File: src/rs_dispatch_pkg.sv
package rs_dispatch_pkg;

    typedef logic [31:0] word_t;
    typedef logic [7:0]  preg_t;
    typedef logic [6:0]  opcode_t;
    typedef logic [2:0]  funct3_t;
    typedef logic [6:0]  funct7_t;
    typedef logic [3:0]  alu_op_t;
    typedef logic [2:0]  occ_t;
    typedef logic [2:0]  unit_mask_t;     // Bit 0 add, bit 1 mul, bit 2 div

    localparam int RS_DEPTH = 4;

    localparam int UNIT_ADD = 0;
    localparam int UNIT_MUL = 1;
    localparam int UNIT_DIV = 2;

    localparam opcode_t OPCODE_BUBBLE = 7'b0000000;
    localparam opcode_t OPCODE_OP     = 7'b0110011;   // R-type
    localparam funct7_t FUNCT7_MULDIV = 7'b0000001;   // M extension

    localparam funct3_t FUNCT3_MUL = 3'd0;
    localparam funct3_t FUNCT3_DIV = 3'd4;
    localparam funct3_t FUNCT3_REM = 3'd6;

    // APB register map
    localparam word_t REG_ENABLE  = 32'h00;
    localparam word_t REG_CNT_ADD = 32'h04;
    localparam word_t REG_CNT_MUL = 32'h08;
    localparam word_t REG_CNT_DIV = 32'h0C;
    localparam word_t REG_STATUS  = 32'h10;

    typedef struct packed {
        logic    mem_to_reg;
        logic    mem_read;
        logic    mem_write;
        alu_op_t alu_op;
        logic    alu_src1;
        logic    alu_src2;
        logic    jump;
        logic    branch;
    } ctrl_t;

    typedef struct packed {
        opcode_t    opcode;
        funct3_t    funct3;
        funct7_t    funct7;
        word_t      pc;
        word_t      operand1;
        word_t      operand2;
        preg_t      src1_preg;
        preg_t      src2_preg;
        logic [1:0] src_ready;   // Bit 0 operand1, bit 1 operand2
        word_t      immediate;
        preg_t      rd_preg;
        word_t      inst_num;
        ctrl_t      ctrl;
        logic       pred_taken;
        logic       pred_hit;
    } dispatch_t;

    typedef struct packed {
        logic  valid;
        preg_t preg;
        word_t value;
    } cdb_t;

endpackage

File: src/rs_dispatch_regs.sv
`timescale 1ns/100ps

module rs_dispatch_regs (
    input  logic                        clk,
    input  logic                        reset,

    input  logic                        psel,
    input  logic                        penable,
    input  logic                        pwrite,
    input  rs_dispatch_pkg::word_t      paddr,
    input  rs_dispatch_pkg::word_t      pwdata,
    output rs_dispatch_pkg::word_t      prdata,
    output logic                        pready,
    output logic                        pslverr,

    output rs_dispatch_pkg::unit_mask_t enable,
    input  rs_dispatch_pkg::unit_mask_t dispatch_fire,
    input  rs_dispatch_pkg::occ_t       occ_add,
    input  rs_dispatch_pkg::occ_t       occ_mul,
    input  rs_dispatch_pkg::occ_t       occ_div
);

    rs_dispatch_pkg::word_t cnt_q [3];   // Indexed by unit bit position
    rs_dispatch_pkg::word_t status;
    logic                   access;
    logic                   wr;
    logic                   addr_hit;

    // Counter offset for unit i
    function automatic rs_dispatch_pkg::word_t cnt_addr(input int i);
        return rs_dispatch_pkg::REG_CNT_ADD + rs_dispatch_pkg::word_t'(4 * i);
    endfunction

    assign access = psel && penable;
    assign wr     = access && pwrite;

    always_comb begin
        case (paddr)
            rs_dispatch_pkg::REG_ENABLE,
            rs_dispatch_pkg::REG_CNT_ADD,
            rs_dispatch_pkg::REG_CNT_MUL,
            rs_dispatch_pkg::REG_CNT_DIV,
            rs_dispatch_pkg::REG_STATUS:  addr_hit = 1'b1;
            default:                      addr_hit = 1'b0;
        endcase
    end

    assign pready  = 1'b1;                // No wait states
    assign pslverr = access && !addr_hit;

    assign status = {21'b0, occ_div, 1'b0, occ_mul, 1'b0, occ_add};

    always_comb begin
        case (paddr)
            rs_dispatch_pkg::REG_ENABLE:  prdata = {29'b0, enable};
            rs_dispatch_pkg::REG_CNT_ADD: prdata = cnt_q[rs_dispatch_pkg::UNIT_ADD];
            rs_dispatch_pkg::REG_CNT_MUL: prdata = cnt_q[rs_dispatch_pkg::UNIT_MUL];
            rs_dispatch_pkg::REG_CNT_DIV: prdata = cnt_q[rs_dispatch_pkg::UNIT_DIV];
            rs_dispatch_pkg::REG_STATUS:  prdata = status;
            default:                      prdata = '0;
        endcase
    end

    always_ff @(posedge clk or posedge reset) begin
        if (reset) begin
            enable <= '1;                 // All units on out of reset
        end else if (wr && paddr == rs_dispatch_pkg::REG_ENABLE) begin
            enable <= pwdata[2:0];
        end
    end

    // Any write clears, otherwise count and wrap
    always_ff @(posedge clk or posedge reset) begin
        if (reset) begin
            for (int i = 0; i < 3; i++) begin
                cnt_q[i] <= '0;
            end
        end else begin
            for (int i = 0; i < 3; i++) begin
                if (wr && paddr == cnt_addr(i)) begin
                    cnt_q[i] <= '0;
                end else if (dispatch_fire[i]) begin
                    cnt_q[i] <= cnt_q[i] + 32'd1;
                end
            end
        end
    end

    a_penable_psel : assert property (
        @(posedge clk) disable iff (reset) penable |-> psel
    );

endmodule

File: config.mk
export PLATFORM = sky130hd
export DESIGN_NAME = rs_dispatch_regs
export DESIGN_NICKNAME = d
export VERILOG_FILES = /design/src/rs_dispatch_pkg.sv /design/src/rs_dispatch_regs.sv
export SDC_FILE = /design/constraint.sdc
export NUM_CORES = 1
export LEC_CHECK = 0
export BUFFER_PORTS_ARGS = -buffer_cell sky130_fd_sc_hd__clkbuf_2
export CORE_AREA = 2 2 104 106
export CTS_BUF_LIST = sky130_fd_sc_hd__clkbuf_2
export DETAILED_ROUTE_END_ITERATION = 16
export DIE_AREA = 0 0 106 108
export PLACE_DENSITY_LB_ADDON = 0.15
export SYNTH_ARGS = -nofsm -noshare
export SYNTH_HDL_FRONTEND = slang
export SYNTH_SLANG_ARGS = --single-unit
File: constraint.sdc
create_clock -name clk -period 4.2 [get_ports clk]
set_clock_uncertainty 0.2 [all_clocks]
set_input_delay 0.21 -clock clk [delete_from_list [all_inputs] [get_ports clk]]
set_output_delay 0.21 -clock clk [all_outputs]
set_load 0.02 [all_outputs]
### Word level (Yosys, flattened, before mapping)

Index checks and enable logic that the tools add are counted.

| cells by class | value |
|---|---|
| shifts and indexed selects | 0 |
| order comparisons | 0 |
| equal/unequal tests | 4 |
| reduce and logical (&&, ||, !) cells | 13 |
| multiplexer cells | 8 |
| $mul | 0 |
| bitwise logic cells | 0 |
| $add $sub $neg | 3 |
| div/mod/pow operators | 0 |

Operators by type and width:

| kind | count |
|---|---|
| $mux 32 | 6 |
| $pmux 32 s5 | 1 |
| $add 32x1->32 const B | 3 |
| $eq 32x4->1 const B | 2 |
| $eq 32x3->1 const B | 1 |
| $eq 32x5->1 const B | 1 |
| $logic_not 32->1 | 1 |
| $logic_and 1x1->1 | 7 |
| $reduce_bool 2->1 | 3 |
| $reduce_or 5->1 | 1 |
| $logic_not 1->1 | 1 |
| $mux 1 | 1 |

| storage, ports and cells | value |
|---|---|
| memories | 0 |
| bits in read-only memories | 0 |
| bits in latches | 0 |
| input bits | 81 |
| bits in registers | 99 |
| memory bits (writable) | 0 |
| output and inout bits | 37 |
| logic and storage cells | 32 |

### Longest topological paths before layout

| depth | value |
|---|---|
| depth after elaboration | 5 |
| mapped depth | 7 |
| gate-level depth less buffers | 6 |

### Worst setup path before layout

Ideal clock, no wire load.

| timing | value |
|---|---|
| path type | input to output |
| from | input paddr[4] |
| to | output prdata[11] |
| stages | 7 |
| setup slack | 1.948 ns |
| arrival | 1.842 ns |
| cell sequence | clkbuf_1 nor4_1 and3_1 clkbuf_1 nand2_1 clkbuf_1 o2bb2ai_1 |

| on the way | value |
|---|---|
| longest elaborated chain between the ends | 2 |
| elaborated cells between the ends (all ways) | 6 |
| those cells by class | 4 x eq/ne; 1 x mux; 1 x reduce/logical |

RTL lines:

| item | RTL line | RTL |
|---|---|---|
| start, declared | rs_dispatch_regs.sv:10 | `input rs_dispatch_pkg::word_t paddr,` |
| $eq 32x5->1, or another cell as far along | rs_dispatch_regs.sv:54 | `case (paddr)` |
| $pmux 32 s5 (*) | rs_dispatch_regs.sv:54 |  |
| end, declared | rs_dispatch_regs.sv:12 | `output rs_dispatch_pkg::word_t prdata,` |

Mark *: on every way between the ends. The rest lies on a longest branch, timed or not.

### Worst setup path after layout

| timing | value |
|---|---|
| from | input paddr[2] |
| to | output prdata[16] |

The elaborated chain is that of the path after synthesis.

==> results_dict.tcl <==
set metrics [dict create \
    status "finished clean" \
    start_kind "primary input" \
    drc 0 \
    power.switching_uw 629 \
    max_freq_mhz 354 \
    post-place-ws_ps 1440 \
    sequentialPowerShare_pct 58.4 \
    synth_simple_gate_area_share_pct 26.5 \
    crit_required_ps 3790 \
    cts_tree "done" \
    yosysTopAreaCellShare_pct 41.8 \
    ys_ff_latch 99 \
    seq_area_frac_synth_pct 43.2 \
    synthCells 620 \
    ir_worst_vdd_mv 0.226 \
    setup_tns_ps 0 \
    worst-path-buf-inv 4 \
    initial_core_util_pct 56.2 \
    end_kind "output port" \
    cts_hold_buffers 10 \
    synth-xor-area-share_pct 13.7 \
    hold_depth 5 \
    worstMarginPinSlew_ps 1150 \
    synth_edf_count 0 \
    num_vias 4898 \
    cts_buffers 9 \
    track_usage_pct 25.7 \
    worstSetupPathType "primary input to output port" \
    antenna_found_initial 0 \
    clockBufferDepth 2 \
    post_cts_resize_count 0 \
    fillCellCount 866 \
    dr.first_iter.drc_count 273 \
    synth.area.mux_share_pct 7.12 \
    htree_levels 3 \
    cp_cell_sequence "clkbuf_2 > buf_4 > nand2b_1 > nor3_2 > and2_0 > buf_4 > o2bb2ai_1 > clkbuf_2" \
    seqCellArea_mm2 0.00248 \
    synth_commonest_cells "124 x nor2_1, 96 x dfrtp_1, 70 x xor2_1" \
    multiInputGateArea_mm2 0.00311 \
    setup_violations 0 \
    synth-async-reset-ratio_pct 100 \
    cpLargestDelayFamily "buffers and inverters" \
    synth-compound-area-share_pct 5.96 \
    cp_slowest_cell "nor3_2" \
    leakagePower_nw 3.03 \
    place.gp.congestion 0.853 \
    synthTopCellsByArea "dfrtp_1 42%, xor2_1 11%, nor2_1 8.1%" \
    synth_cell_types 40 \
    max_stage_delay_ps 490 \
    p_int_mw 1.40 \
    synth_most_common_cell "nor2_1" \
    place.port_buffers 87 \
    die_h_um 108 \
    die_area_mm2 0.0114 \
    rows 37 \
    p_sw_share_pct 31.0 \
    root_buffer "clkbuf_2" \
    synth_top_family_by_area "simple AND/OR/NAND/NOR gates" \
    p_comb_share_pct 15.3 \
    grt_pass1_vias 4737 \
    grt_pass1_wl_um 23200 \
    grt.overflow.total 0 \
    yosysTopAreaCell "dfrtp_1" \
    dr.pass1.iters 5 \
    period_share_pct 67.2 \
    rsz0062_at_grt "no" \
    synth.avg_cell_area_um2 9.27 \
    die_w_um 106 \
    hold_path.class "primary input to flop" \
    clkLatencyLatePin_ps 600 \
    slew_headroom_pct 23.4 \
    grt_max_degree 55 \
    path_clk_slew_ps 270 \
    path_max_fanout 38 \
    hold_viol 0 \
    clock-sinks 99 \
    wl_um 13800 \
    clock_power_share_pct 26.2 \
    drive_gt1_share_pct 18.6 \
    dpl.hpwl_um 9760 \
    routedWlPerCell_um 16.3 \
    drv_cap 0 \
    vias_per_cell 5.80 \
    final.setup.worst_slack_ps 1380 \
    ys_dominant_reg_cell "dfrtp_1" \
    diodes 0 \
    drv_slew 0 \
    ys_warn_count 0 \
    period_needed_ps 2820 \
    power_density_mw_per_mm2 310 \
    syn_to_final_growth_pct 13.6 \
    cp_num_cells 8 \
    arrival_ps 2410 \
    cts_setup_buffers 0 \
    netlist_area_mm2 0.00575 \
    postRouteAntennaNets 0 \
    syn-num-nets 704 \
    synth_fa_ha_area_share_pct 0.653 \
    worstRegToRegCells 5 \
    fin_nets 788 \
    core_area_mm2 0.0102 \
    pin_count 118 \
]
area by class of cell:
cell class / instances / share of cell area [%]
Inverter: 8 / 0.498
Timing Repair Buffer: 105 / 9.12
Multi-Input combinational cell: 481 / 47.6
Clock buffer: 10 / 0.766
Clock inverter: 6 / 1.38
Tap cell: 136 / 2.61
Sequential cell: 99 / 38.0
logic make-up (layout without fill, tap and decap cells):
family / Yosys count / in the layout
xor gates and xnor gates: 90 / 90
DFF: 99 / 99
and+or+nand+nor: 303 / 303
other: 1 / 1
buffers and inverters: 40 / 129
muxes: 39 / 39
adders and majority gates: 3 / 3
AOI/OAI and AO/OA: 45 / 45
worst paths after layout:
path / from / end / slack, ps
setup / recovery: paddr[2] / prdata[16] / 1380
hold / removal: penable / cnt_q[13] / 50
setup reg to reg: cnt_q[36] / cnt_q[63] / 1730
hold reg to reg: cnt_q[63] / cnt_q[63] / 390
max in group asynchronous: reset / cnt_q[92] / 3220
min in group asynchronous: reset / cnt_q[48] / 80
sequential cells by signal (all words and copies together) (netlist names):
signal,cells
cnt_q,96
enable,3
power groups by stage:
stage	registers, mW	logic [mW]	clock network [mW]
floorplan	1.16	0.232	0
global placement	1.19	0.290	0
detailed placement	1.20	0.307	0
CTS	1.18	0.313	0.543
global route	1.20	0.365	0.572
finish	1.18	0.311	0.532
routing by layer:
metal / wire [um] / track usage (%) / vias to the layer above
met2: 6220 / 37.7 / 134
met5: 0 / 0 / -
met1: 6650 / 38.7 / 2393
li1: - / - / 2347
met4: 264 / 9.59 / 0
met3: 663 / 3.86 / 24
per-stage QoR:
stage               total power [mW]  utilization, %  instances  hold slack (ps)  area [um^2]
floorplan                       1.40               -        620              158         5750
global placement                1.48            61.5        819              202         6290
detailed placement              1.51            61.5        819              200         6290
CTS                             2.04            63.8        845             11.9         6530
global route                    2.14            63.8        845             50.9         6530
finish                          2.03            63.8        845             47.7         6530
placed cells by master (no fill, tap or decap), drive strengths merged:
master,count
or3b,1
bufinv,2
nor2,124
conb,1
xnor2,20
a222oi,2
a21oi,9
xor2,70
or3,4
mux2i,33
nor3,10
or2,2
ha,3
dfstp,3
o31ai,1
and3,11
a22o,2
nand4,47
or4b,1
and2,7
nand2b,1
clkinv,4
nor4,19
buf,8
nand3,33
and4,4
o2bb2ai,23
nand2,38
o21ai,5
clkbuf,97
or4,1
dfrtp,96
mux2,6
inv,8
a221oi,3
dlygate4sd3,10
worst min-delay path, delay by kind of cell:
kind | cells | cell delay, ps
AND/OR/NAND/NOR | 2 | 180
buffers and inverters | 3 | 440
Power figures use the tool's default switching activity.
