`src/rs_dispatch_pkg.sv`:
```
package rs_dispatch_pkg;

    typedef logic [31:0] word_t;
    typedef logic [7:0]  preg_t;
    typedef logic [6:0]  opcode_t;
    typedef logic [2:0]  funct3_t;
    typedef logic [6:0]  funct7_t;
    typedef logic [3:0]  alu_op_t;
    typedef logic [2:0]  occ_t;
    typedef logic [2:0]  unit_mask_t;     // Bit 0 add, bit 1 mul, bit 2 div

    localparam int RS_DEPTH = 4;

    localparam int UNIT_ADD = 0;
    localparam int UNIT_MUL = 1;
    localparam int UNIT_DIV = 2;

    localparam opcode_t OPCODE_BUBBLE = 7'b0000000;
    localparam opcode_t OPCODE_OP     = 7'b0110011;   // R-type
    localparam funct7_t FUNCT7_MULDIV = 7'b0000001;   // M extension

    localparam funct3_t FUNCT3_MUL = 3'd0;
    localparam funct3_t FUNCT3_DIV = 3'd4;
    localparam funct3_t FUNCT3_REM = 3'd6;

    // APB register map
    localparam word_t REG_ENABLE  = 32'h00;
    localparam word_t REG_CNT_ADD = 32'h04;
    localparam word_t REG_CNT_MUL = 32'h08;
    localparam word_t REG_CNT_DIV = 32'h0C;
    localparam word_t REG_STATUS  = 32'h10;

    typedef struct packed {
        logic    mem_to_reg;
        logic    mem_read;
        logic    mem_write;
        alu_op_t alu_op;
        logic    alu_src1;
        logic    alu_src2;
        logic    jump;
        logic    branch;
    } ctrl_t;

    typedef struct packed {
        opcode_t    opcode;
        funct3_t    funct3;
        funct7_t    funct7;
        word_t      pc;
        word_t      operand1;
        word_t      operand2;
        preg_t      src1_preg;
        preg_t      src2_preg;
        logic [1:0] src_ready;   // Bit 0 operand1, bit 1 operand2
        word_t      immediate;
        preg_t      rd_preg;
        word_t      inst_num;
        ctrl_t      ctrl;
        logic       pred_taken;
        logic       pred_hit;
    } dispatch_t;

    typedef struct packed {
        logic  valid;
        preg_t preg;
        word_t value;
    } cdb_t;

endpackage

```
`src/rs_dispatch_router.sv`:
```
`timescale 1ns/100ps

module rs_dispatch_router (
    input  logic                      in_valid,
    input  rs_dispatch_pkg::dispatch_t in_inst,
    output logic                      in_ready,

    input  rs_dispatch_pkg::unit_mask_t enable,
    input  rs_dispatch_pkg::unit_mask_t full,

    output rs_dispatch_pkg::unit_mask_t push,
    output rs_dispatch_pkg::dispatch_t  push_inst,
    output rs_dispatch_pkg::unit_mask_t dispatch_fire
);

    rs_dispatch_pkg::unit_mask_t target;
    rs_dispatch_pkg::unit_mask_t open_units;
    logic                        is_bubble;
    logic                        is_muldiv;

    assign is_bubble = (in_inst.opcode == rs_dispatch_pkg::OPCODE_BUBBLE);
    assign is_muldiv = (in_inst.opcode == rs_dispatch_pkg::OPCODE_OP) &&
                       (in_inst.funct7 == rs_dispatch_pkg::FUNCT7_MULDIV);

    // Unit class, one-hot
    always_comb begin
        target = '0;
        if (is_muldiv) begin
            case (in_inst.funct3)
                rs_dispatch_pkg::FUNCT3_MUL: begin
                    target[rs_dispatch_pkg::UNIT_MUL] = 1'b1;
                end
                rs_dispatch_pkg::FUNCT3_DIV,
                rs_dispatch_pkg::FUNCT3_REM: begin
                    target[rs_dispatch_pkg::UNIT_DIV] = 1'b1;
                end
                default: begin
                    target[rs_dispatch_pkg::UNIT_ADD] = 1'b1;   // MULH, DIVU and the rest
                end
            endcase
        end else begin
            target[rs_dispatch_pkg::UNIT_ADD] = 1'b1;
        end
    end

    assign open_units = enable & ~full;

    // Bubbles are swallowed here and never reach a station
    assign in_ready = is_bubble || (|(target & open_units));

    always_comb begin
        push = '0;
        if (in_valid && !is_bubble) begin
            push = target & open_units;
        end
    end

    assign push_inst     = in_inst;   // Shared by all three stations
    assign dispatch_fire = push;

endmodule

```
`config.mk`:
```
export PLATFORM = sky130hd
export DESIGN_NAME = rs_dispatch_router
export DESIGN_NICKNAME = d
export VERILOG_FILES = /design/src/rs_dispatch_pkg.sv /design/src/rs_dispatch_router.sv
export SDC_FILE = /design/constraint.sdc
export NUM_CORES = 1
export LEC_CHECK = 0
export BUFFER_PORTS_ARGS = -buffer_cell sky130_fd_sc_hd__buf_2
export CAP_MARGIN = 5
export CORE_AREA = 2 2 174 176
export DETAILED_ROUTE_END_ITERATION = 10
export DIE_AREA = 0 0 176 178
export SYNTH_ARGS = -nofsm -noshare
export SYNTH_HDL_FRONTEND = slang
export SYNTH_SLANG_ARGS = --single-unit
```
`constraint.sdc`:
```
create_clock -name vclk -period 1.4
set_input_delay 0.28 -clock vclk [all_inputs]
set_output_delay 0.28 -clock vclk [all_outputs]
set_load 0.1 [all_outputs]
```
After elaboration in Yosys (flattened, before gate mapping):

Cells that the tools add are included.

* eq/ne operators: 4
* multiplexer cells: 6
* bitwise logic cells: 3
* reductions and logical operators: 9

Operators by type and width (count)
* == test 7 x 1 -> 1 bit (second input constant): 1
* == test 7 x 6 -> 1 bit (second input constant): 1
* zero test 7 bit: 1
* bitwise AND 3 bit: 2
* == test 3 bit (second input constant): 2
* OR reduction 3 bit: 2
* two-way mux 1 bit: 4
* zero test 3 bit: 1
* two-way mux 3 bit: 1
* NOT 3 bit: 1
* logical AND 1 bit: 2
* two-way mux 2 bit: 1
* OR reduction 2 bit: 1
* zero test 1 bit: 1
* logical OR 1 bit: 1

* bits in registers: 0
* input bits: 223
* output and inout port bits: 223
* logic and storage cells: 22

Depth between registers and ports, before layout:

Gate-level depths: netlist of the first run.

* word-level depth: 7
* gate-level depth with buffers: 5
* gate-level depth less buffers: 4

Least setup slack after synthesis of the first run:

OpenSTA, ideal clock, no wires.

* path kind: input-to-output
* start point: input port in_inst[200] (netlist bit)
* end point: output port push[2]
* data arrival time: 2.641 ns
* required time: 1.120 ns
* setup slack: -1.521 ns
* stages on the path: 5
* cells stage by stage: nor4b_2 and4_1 nand3_1 nor2_1 buf_4

* cells in the longest elaborated chain, start to end: 5

Ends and longest elaborated chain
* start, declared: line rs_dispatch_router.sv:5 `input rs_dispatch_pkg::dispatch_t in_inst,`
* == test 7 x 1 -> 1 bit: line rs_dispatch_router.sv:23 `(in_inst.funct7 == rs_dispatch_pkg::FUNCT7_MULDIV);`
* logical AND 1 bit: line rs_dispatch_router.sv:22 `assign is_muldiv = (in_inst.opcode == rs_dispatch_pkg::OPCODE_OP) &&`
* two-way mux 2 bit: line rs_dispatch_router.sv:28 `if (is_muldiv) begin`
* bitwise AND 3 bit: line rs_dispatch_router.sv:54 `push = target & open_units;`
* two-way mux 3 bit: line rs_dispatch_router.sv:53 `if (in_valid && !is_bubble) begin`
* end, declared: line rs_dispatch_router.sv:11 `output rs_dispatch_pkg::unit_mask_t push,`

Every way passes these cells.

Worst setup path after layout of the first run:

* start point: input port in_inst[202] (netlist bit)
* end point: output port in_ready

* cells in the longest elaborated chain, start to end: 6
* elaborated cells between the ends (all ways): 7

Ends and longest elaborated chain
* == test 7 x 1 -> 1 bit *: line rs_dispatch_router.sv:23
* logical AND 1 bit *: line rs_dispatch_router.sv:22
* two-way mux 1 bit or two-way mux 2 bit (tied branches): line rs_dispatch_router.sv:28
* bitwise AND 3 bit *: line rs_dispatch_router.sv:49 `assign in_ready = is_bubble || (|(target & open_units));`
* OR reduction 3 bit *: line rs_dispatch_router.sv:49
* logical OR 1 bit *: line rs_dispatch_router.sv:49
* end, declared: line rs_dispatch_router.sv:6 `output logic in_ready,`

Every way passes the cells marked *; elsewhere a longest branch is shown, timed or not.

==> flow_summary.yaml, run 1 <==
route:
  drc: 0
  ant_nets: 0
  via_count: 797
  detail_route.vias_per_cell: 1.667
  wl_per_cell_microns: 15.45
  wirelength_mm: 7.387
  dr.pass1.iters: 2
  drtIter0Drc: 14
placement:
  post-place-ws_ns: -0.5992
  gp_congestion: 0.5007
  hpwl_mm: 6.598
  portBuffers: 48
  placed_area_sq_um: 1301
synth:
  synth_area_leaders: "buf_4 93%, and4_1 0.99%, nor4b_2 0.85%"
  mappedNetlistNets: 462
  ys_warn_count: 0
  ys_seq_area_share_pct: 0
  synthCells: 239
  ys_types: 15
  netlist_area_sq_um: 1775
  synth_most_common_cell: "buf_4"
  netlist.area_leader.share_pct: 92.60
  synth.avg_cell_area_sq_um: 7.429
  yosysTopAreaCell: "buf_4"
worst_setup_path:
  crit_arrival_ns: 1.49
  required_ns: 1.12
  cpMaxStageDelayCell: "a221o_2"
  critPathMaxStageDelay_ns: 0.33
  criticalPathCategory: "input pin to primary output"
  crit_path_cell_trace: "buf_8, nor4b_4, and4_4, a21oi_2, a221o_2, buf_12"
  cp-start-kind: "input pin"
  end_kind: "primary output"
  cp_top_family: "simple AND/OR/NAND/NOR gates"
  crit_buf_inv: 2
  crit_fanout: 3
finish:
  final_nets: 313
  nClkBuffers: 0
  seqCellArea_sq_um: 0
  numSequentialCells: 0
  syn2layout_area_growth_pct: -19.52
  fin_area_sq_um: 1429
  diodes: 0
  drive_gt1_share_pct: 90.91
floorplanning:
  floorplan.initialDensity_pct: 6.039
  die_x_microns: 176
  rows: 63
  die_h_microns: 178
  coreArea_sq_um: 29400
  die-area_sq_um: 31330
  ioPinCount: 446
timing:
  max_freq_mhz: 563.7
  rsz0062_at_grt: "true"
  finalSetupViolations: 7
  worst_slew_pin_slew_ns: 0.4862
  slew_headroom_pct: 67.81
  hold_viol: 0
  maxSlewViolCount: 0
  post-route-worst-setup-slack_ns: -0.3739
  min_period_ns: 1.774
  period_share_pct: 126.7
min_path:
  worstHoldPathType: "input pin to primary output"
global_route:
  track_usage_pct: 4.173
  grt_pass1_vias: 843
  grt_max_degree: 4
  grt_antenna_before_repair: 0
  global_route.overflow_total: 0
  grt_pass1_wl_mm: 8.431
power_and_ir_drop:
  cellPowerDensity_nw_per_um2: 325.3
  power_uw: 464.8
  peakVddDrop_mv: 0.06392
  leakage_uw: 0.0004704
run_status:
  violations: "negative setup slack"
  status: "finished with violations"
run:
  cap_violations: 0
clocking:
  cts_hold_buffers: 0
path summary, 6_finish.rpt:
check                     from              to  slack, ns  depth (start not counted)
setup / recovery  in_inst[202]        in_ready      -0.37                          6
hold / removal    in_inst[168]  push_inst[168]       0.56                          0
what timing repair did:
action / CTS / global route
cloned: 0 / 0
gates resized for setup: 25 / 2
buffers inserted: 1 / 0
endpoints found under the setup margin: 7 / 7
pin swaps: 7 / 2
power breakdown:
group | total [uW] | switching (uW) | leakage, uW | internal [uW]
registers | 0 | 0 | 0 | 0
clock network | 0 | 0 | 0 | 0
logic | 465 | 293 | 0.000470 | 172
total | 465 | 293 | 0.000470 | 172
layer usage:
metal | up-vias | track usage, % | share of wire, %
li1 | 216 | - | -
met1 | 276 | 1.389 | 12
met2 | 223 | 6.184 | 42
met3 | 82 | 6.969 | 37
met4 | 0 | 3.788 | 9.4
met5 | - | 0 | 0
logic make-up after synthesis:
family	after synthesis	synth area share (%)
AO/OA/AOI/OAI	3	1.128
buffers and inverters	220	92.81
AND/OR/NAND/NOR	16	6.062
cell usage in the layout (no fill, tap or decap):
cell type	Yosys	final
nand3_1	2	1
a21oi_1	2	1
nor2_4	0	2
nor4_4	0	1
buf_2	0	24
a21oi_2	0	1
nor3_1	2	2
buf_6	0	4
inv_1	1	1
nand3_4	0	1
nor4b_4	0	1
nand2_4	0	1
nor3_2	1	1
buf_8	0	1
nand2_1	2	1
and3_4	0	1
and4_1	2	1
buf_12	0	21
and4_4	0	1
buf_4	219	18
a221o_2	0	1
or4b_4	0	1
nand2b_1	1	1
area by class of cell:
type                            instances  area, sq um
Inverter                                1        3.754
Multi-Input combinational cell         19        201.4
Timing Repair Buffer                   68        735.7
Tap cell                              390        488.0
Fill cell                            3463        27970
metrics by stage:
stage	std cells	utilization (%)	TNS, ns	hold slack [ns]
after floorplan	239	-	-2.473	0.7715
after global placement	477	4.426	-3.688	0.5607
after detailed placement	477	4.426	-3.829	0.5607
after CTS	478	4.817	-2.208	0.5607
after global routing	478	4.860	-2.763	0.5601
final	478	4.860	-2.265	0.5600
No activity file was read; power rests on OpenSTA's default activity.
==> run 2, diff against run 1 <==
CORE_AREA = 2 2 173 175   (was 2 2 174 176)
DIE_AREA = 0 0 175 177   (was 0 0 176 178)
clock period = 2.25 ns   (was 1.4 ns; I/O delays follow)
==> run 2 against run 1 <==
  * The run now ends clean
  * Final area shrank 29%
  * Hold slack gained 0.34 ns
  * Combinational power shrank 56%
  * First-iteration DRC count shrank 43%
  * Sequential share of layout area is the same
  * Power shrank 56%
  * Routed wire length grew 20%
  * Flip-flop and latch count is the same
  * Critical path type unchanged
==> flow_summary.yaml, run 2 (synthesis results as in run 1) <==
floorplanning:
  ioPinCount: 446
  die-area_sq_um: 30980
  die_x_microns: 175
  die_h_microns: 177
  floorplan.initialDensity_pct: 6.071
  rows: 63
  coreArea_sq_um: 29240
min_path:
  whs_path_depth: 0
  hold_end: "push_inst[175]"
  worstHoldPathType: "input pin to primary output"
  hold_path.startpoint: "in_inst[175]"
finish:
  numSequentialCells: 0
  diodes: 0
  final_cells: 462
  seqCellArea_sq_um: 0
  final_nets: 297
  drive_gt1_share_pct: 83.33
  nClkBuffers: 0
  syn2layout_area_growth_pct: -43.13
  final_common_cell: "buf_2"
  mostFrequentLayoutCells: "41 x buf_2, 6 x buf_12, 5 x buf_4"
  fill_cells: 3488
power_and_ir_drop:
  cellPowerDensity_nw_per_um2: 201.1
  peakVddDrop_mv: 0.04627
  leakage_uw: 0.0002810
route:
  via_count: 748
  wl_per_cell_microns: 19.18
  wirelength_mm: 8.861
  detail_route.vias_per_cell: 1.619
  ant_nets: 0
  drtIter0Drc: 8
  drc: 0
  dr.pass1.iters: 2
placement:
  portBuffers: 48
  dp_cells: 462
  post-place-ws_ns: 0.002922
  hpwl_mm: 8.247
  gp_congestion: 0.5895
global_route:
  track_usage_pct: 5.068
  grt_antenna_before_repair: 0
  grt_pass1_wl_mm: 9.853
  grt_max_degree: 5
  global_route.overflow_total: 0
  grt_pass1_vias: 784
timing:
  finalSetupViolations: 0
  slew_headroom_pct: 67.15
  hold_viol: 0
  worst_slew_pin_slew_ns: 0.4962
  post-route-worst-setup-slack_ns: 0.07757
  maxSlewViolCount: 0
  min_period_ns: 2.172
  max_freq_mhz: 460.3
  period_share_pct: 96.55
worst_setup_path:
  required_ns: 1.80
  end_kind: "primary output"
  cp-start-kind: "input pin"
  crit_arrival_ns: 1.72
  criticalPathCategory: "input pin to primary output"
  crit_fanout: 3
run_status:
  status: "complete, no violations"
clocking:
  cts_hold_buffers: 0
run:
  cap_violations: 0
[run 2: cell types whose count changed in the layout (fill, tap and decap cells not counted), sizes merged]
cell / change
buf: -16
[run 2: worst max path at each step]
stage | startpoint | to | slack, ns | cells past startpoint
after detailed placement | in_inst[200] | in_ready | 0.003 | 6
after floorplan | in_inst[208] | push[2] | -0.08 | 4
after global routing | in_inst[200] | push[1] | -0.008 | 7
after global placement | in_inst[200] | in_ready | 0.05 | 6
after CTS | in_inst[200] | push[1] | 0.01 | 7
final | in_inst[200] | push[1] | 0.08 | 7
[run 2: layout make-up]
type / instances / area (sq um) / share of cell area (%)
multi-input cells: 19 / 155.1 / 15.37
repair buffers: 52 / 362.8 / 35.94
inverters: 1 / 3.754 / 0.3717
well taps: 390 / 488.0 / 48.33
[run 2: stage by stage]
| step | hold slack (ns) | power, uW | area, sq um | utilization [%] | setup TNS [ns] |
|---|---|---|---|---|---|
| 6_report | 0.9000 | 203.0 | 1010 | 3.453 | 0 |
| 5_1_grt | 0.9001 | 209.2 | 1010 | 3.453 | -0.01418 |
| 4_1_cts | 0.9007 | 204.8 | 1007 | 3.444 | 0 |
| 3_5_place_dp | 0.9007 | 203.8 | 1005 | 3.436 | 0 |
| 3_3_place_gp | 0.9007 | 202.9 | 1005 | 3.436 | 0 |
| 2_1_floorplan | 1.112 | 1841 | 1821 | - | -0.1640 |
[run 2: what timing repair did]
action,CTS,global route
buffers inserted,0,0
endpoints found under the setup margin,1,2
pin swaps,0,1
resized for setup,1,2
[run 2: per-layer routing]
layer	share of wire, %	track usage (%)	wire, microns	vias up
met3	42	10.29	3705	64
met1	7.7	0.8282	685	249
li1	-	-	-	185
met4	6.6	3.021	587	0
met2	44	7.955	3882	250
met5	0	0	0	-
[run 2: worst max-delay path: stages]
cell     delay [ns]
buf_2          0.11
nor4b_2        0.27
and4_4         0.27
buf_4          0.11
nand3_2        0.13
nor2_4         0.18
buf_12         0.19
[run 2: where the power goes]
part,total [uW],internal (uW),switching (uW),leakage [uW]
logic,203,39.6,163,0.000281
clock network,0,0,0,0
registers,0,0,0,0
total,203,39.6,163,0.000281
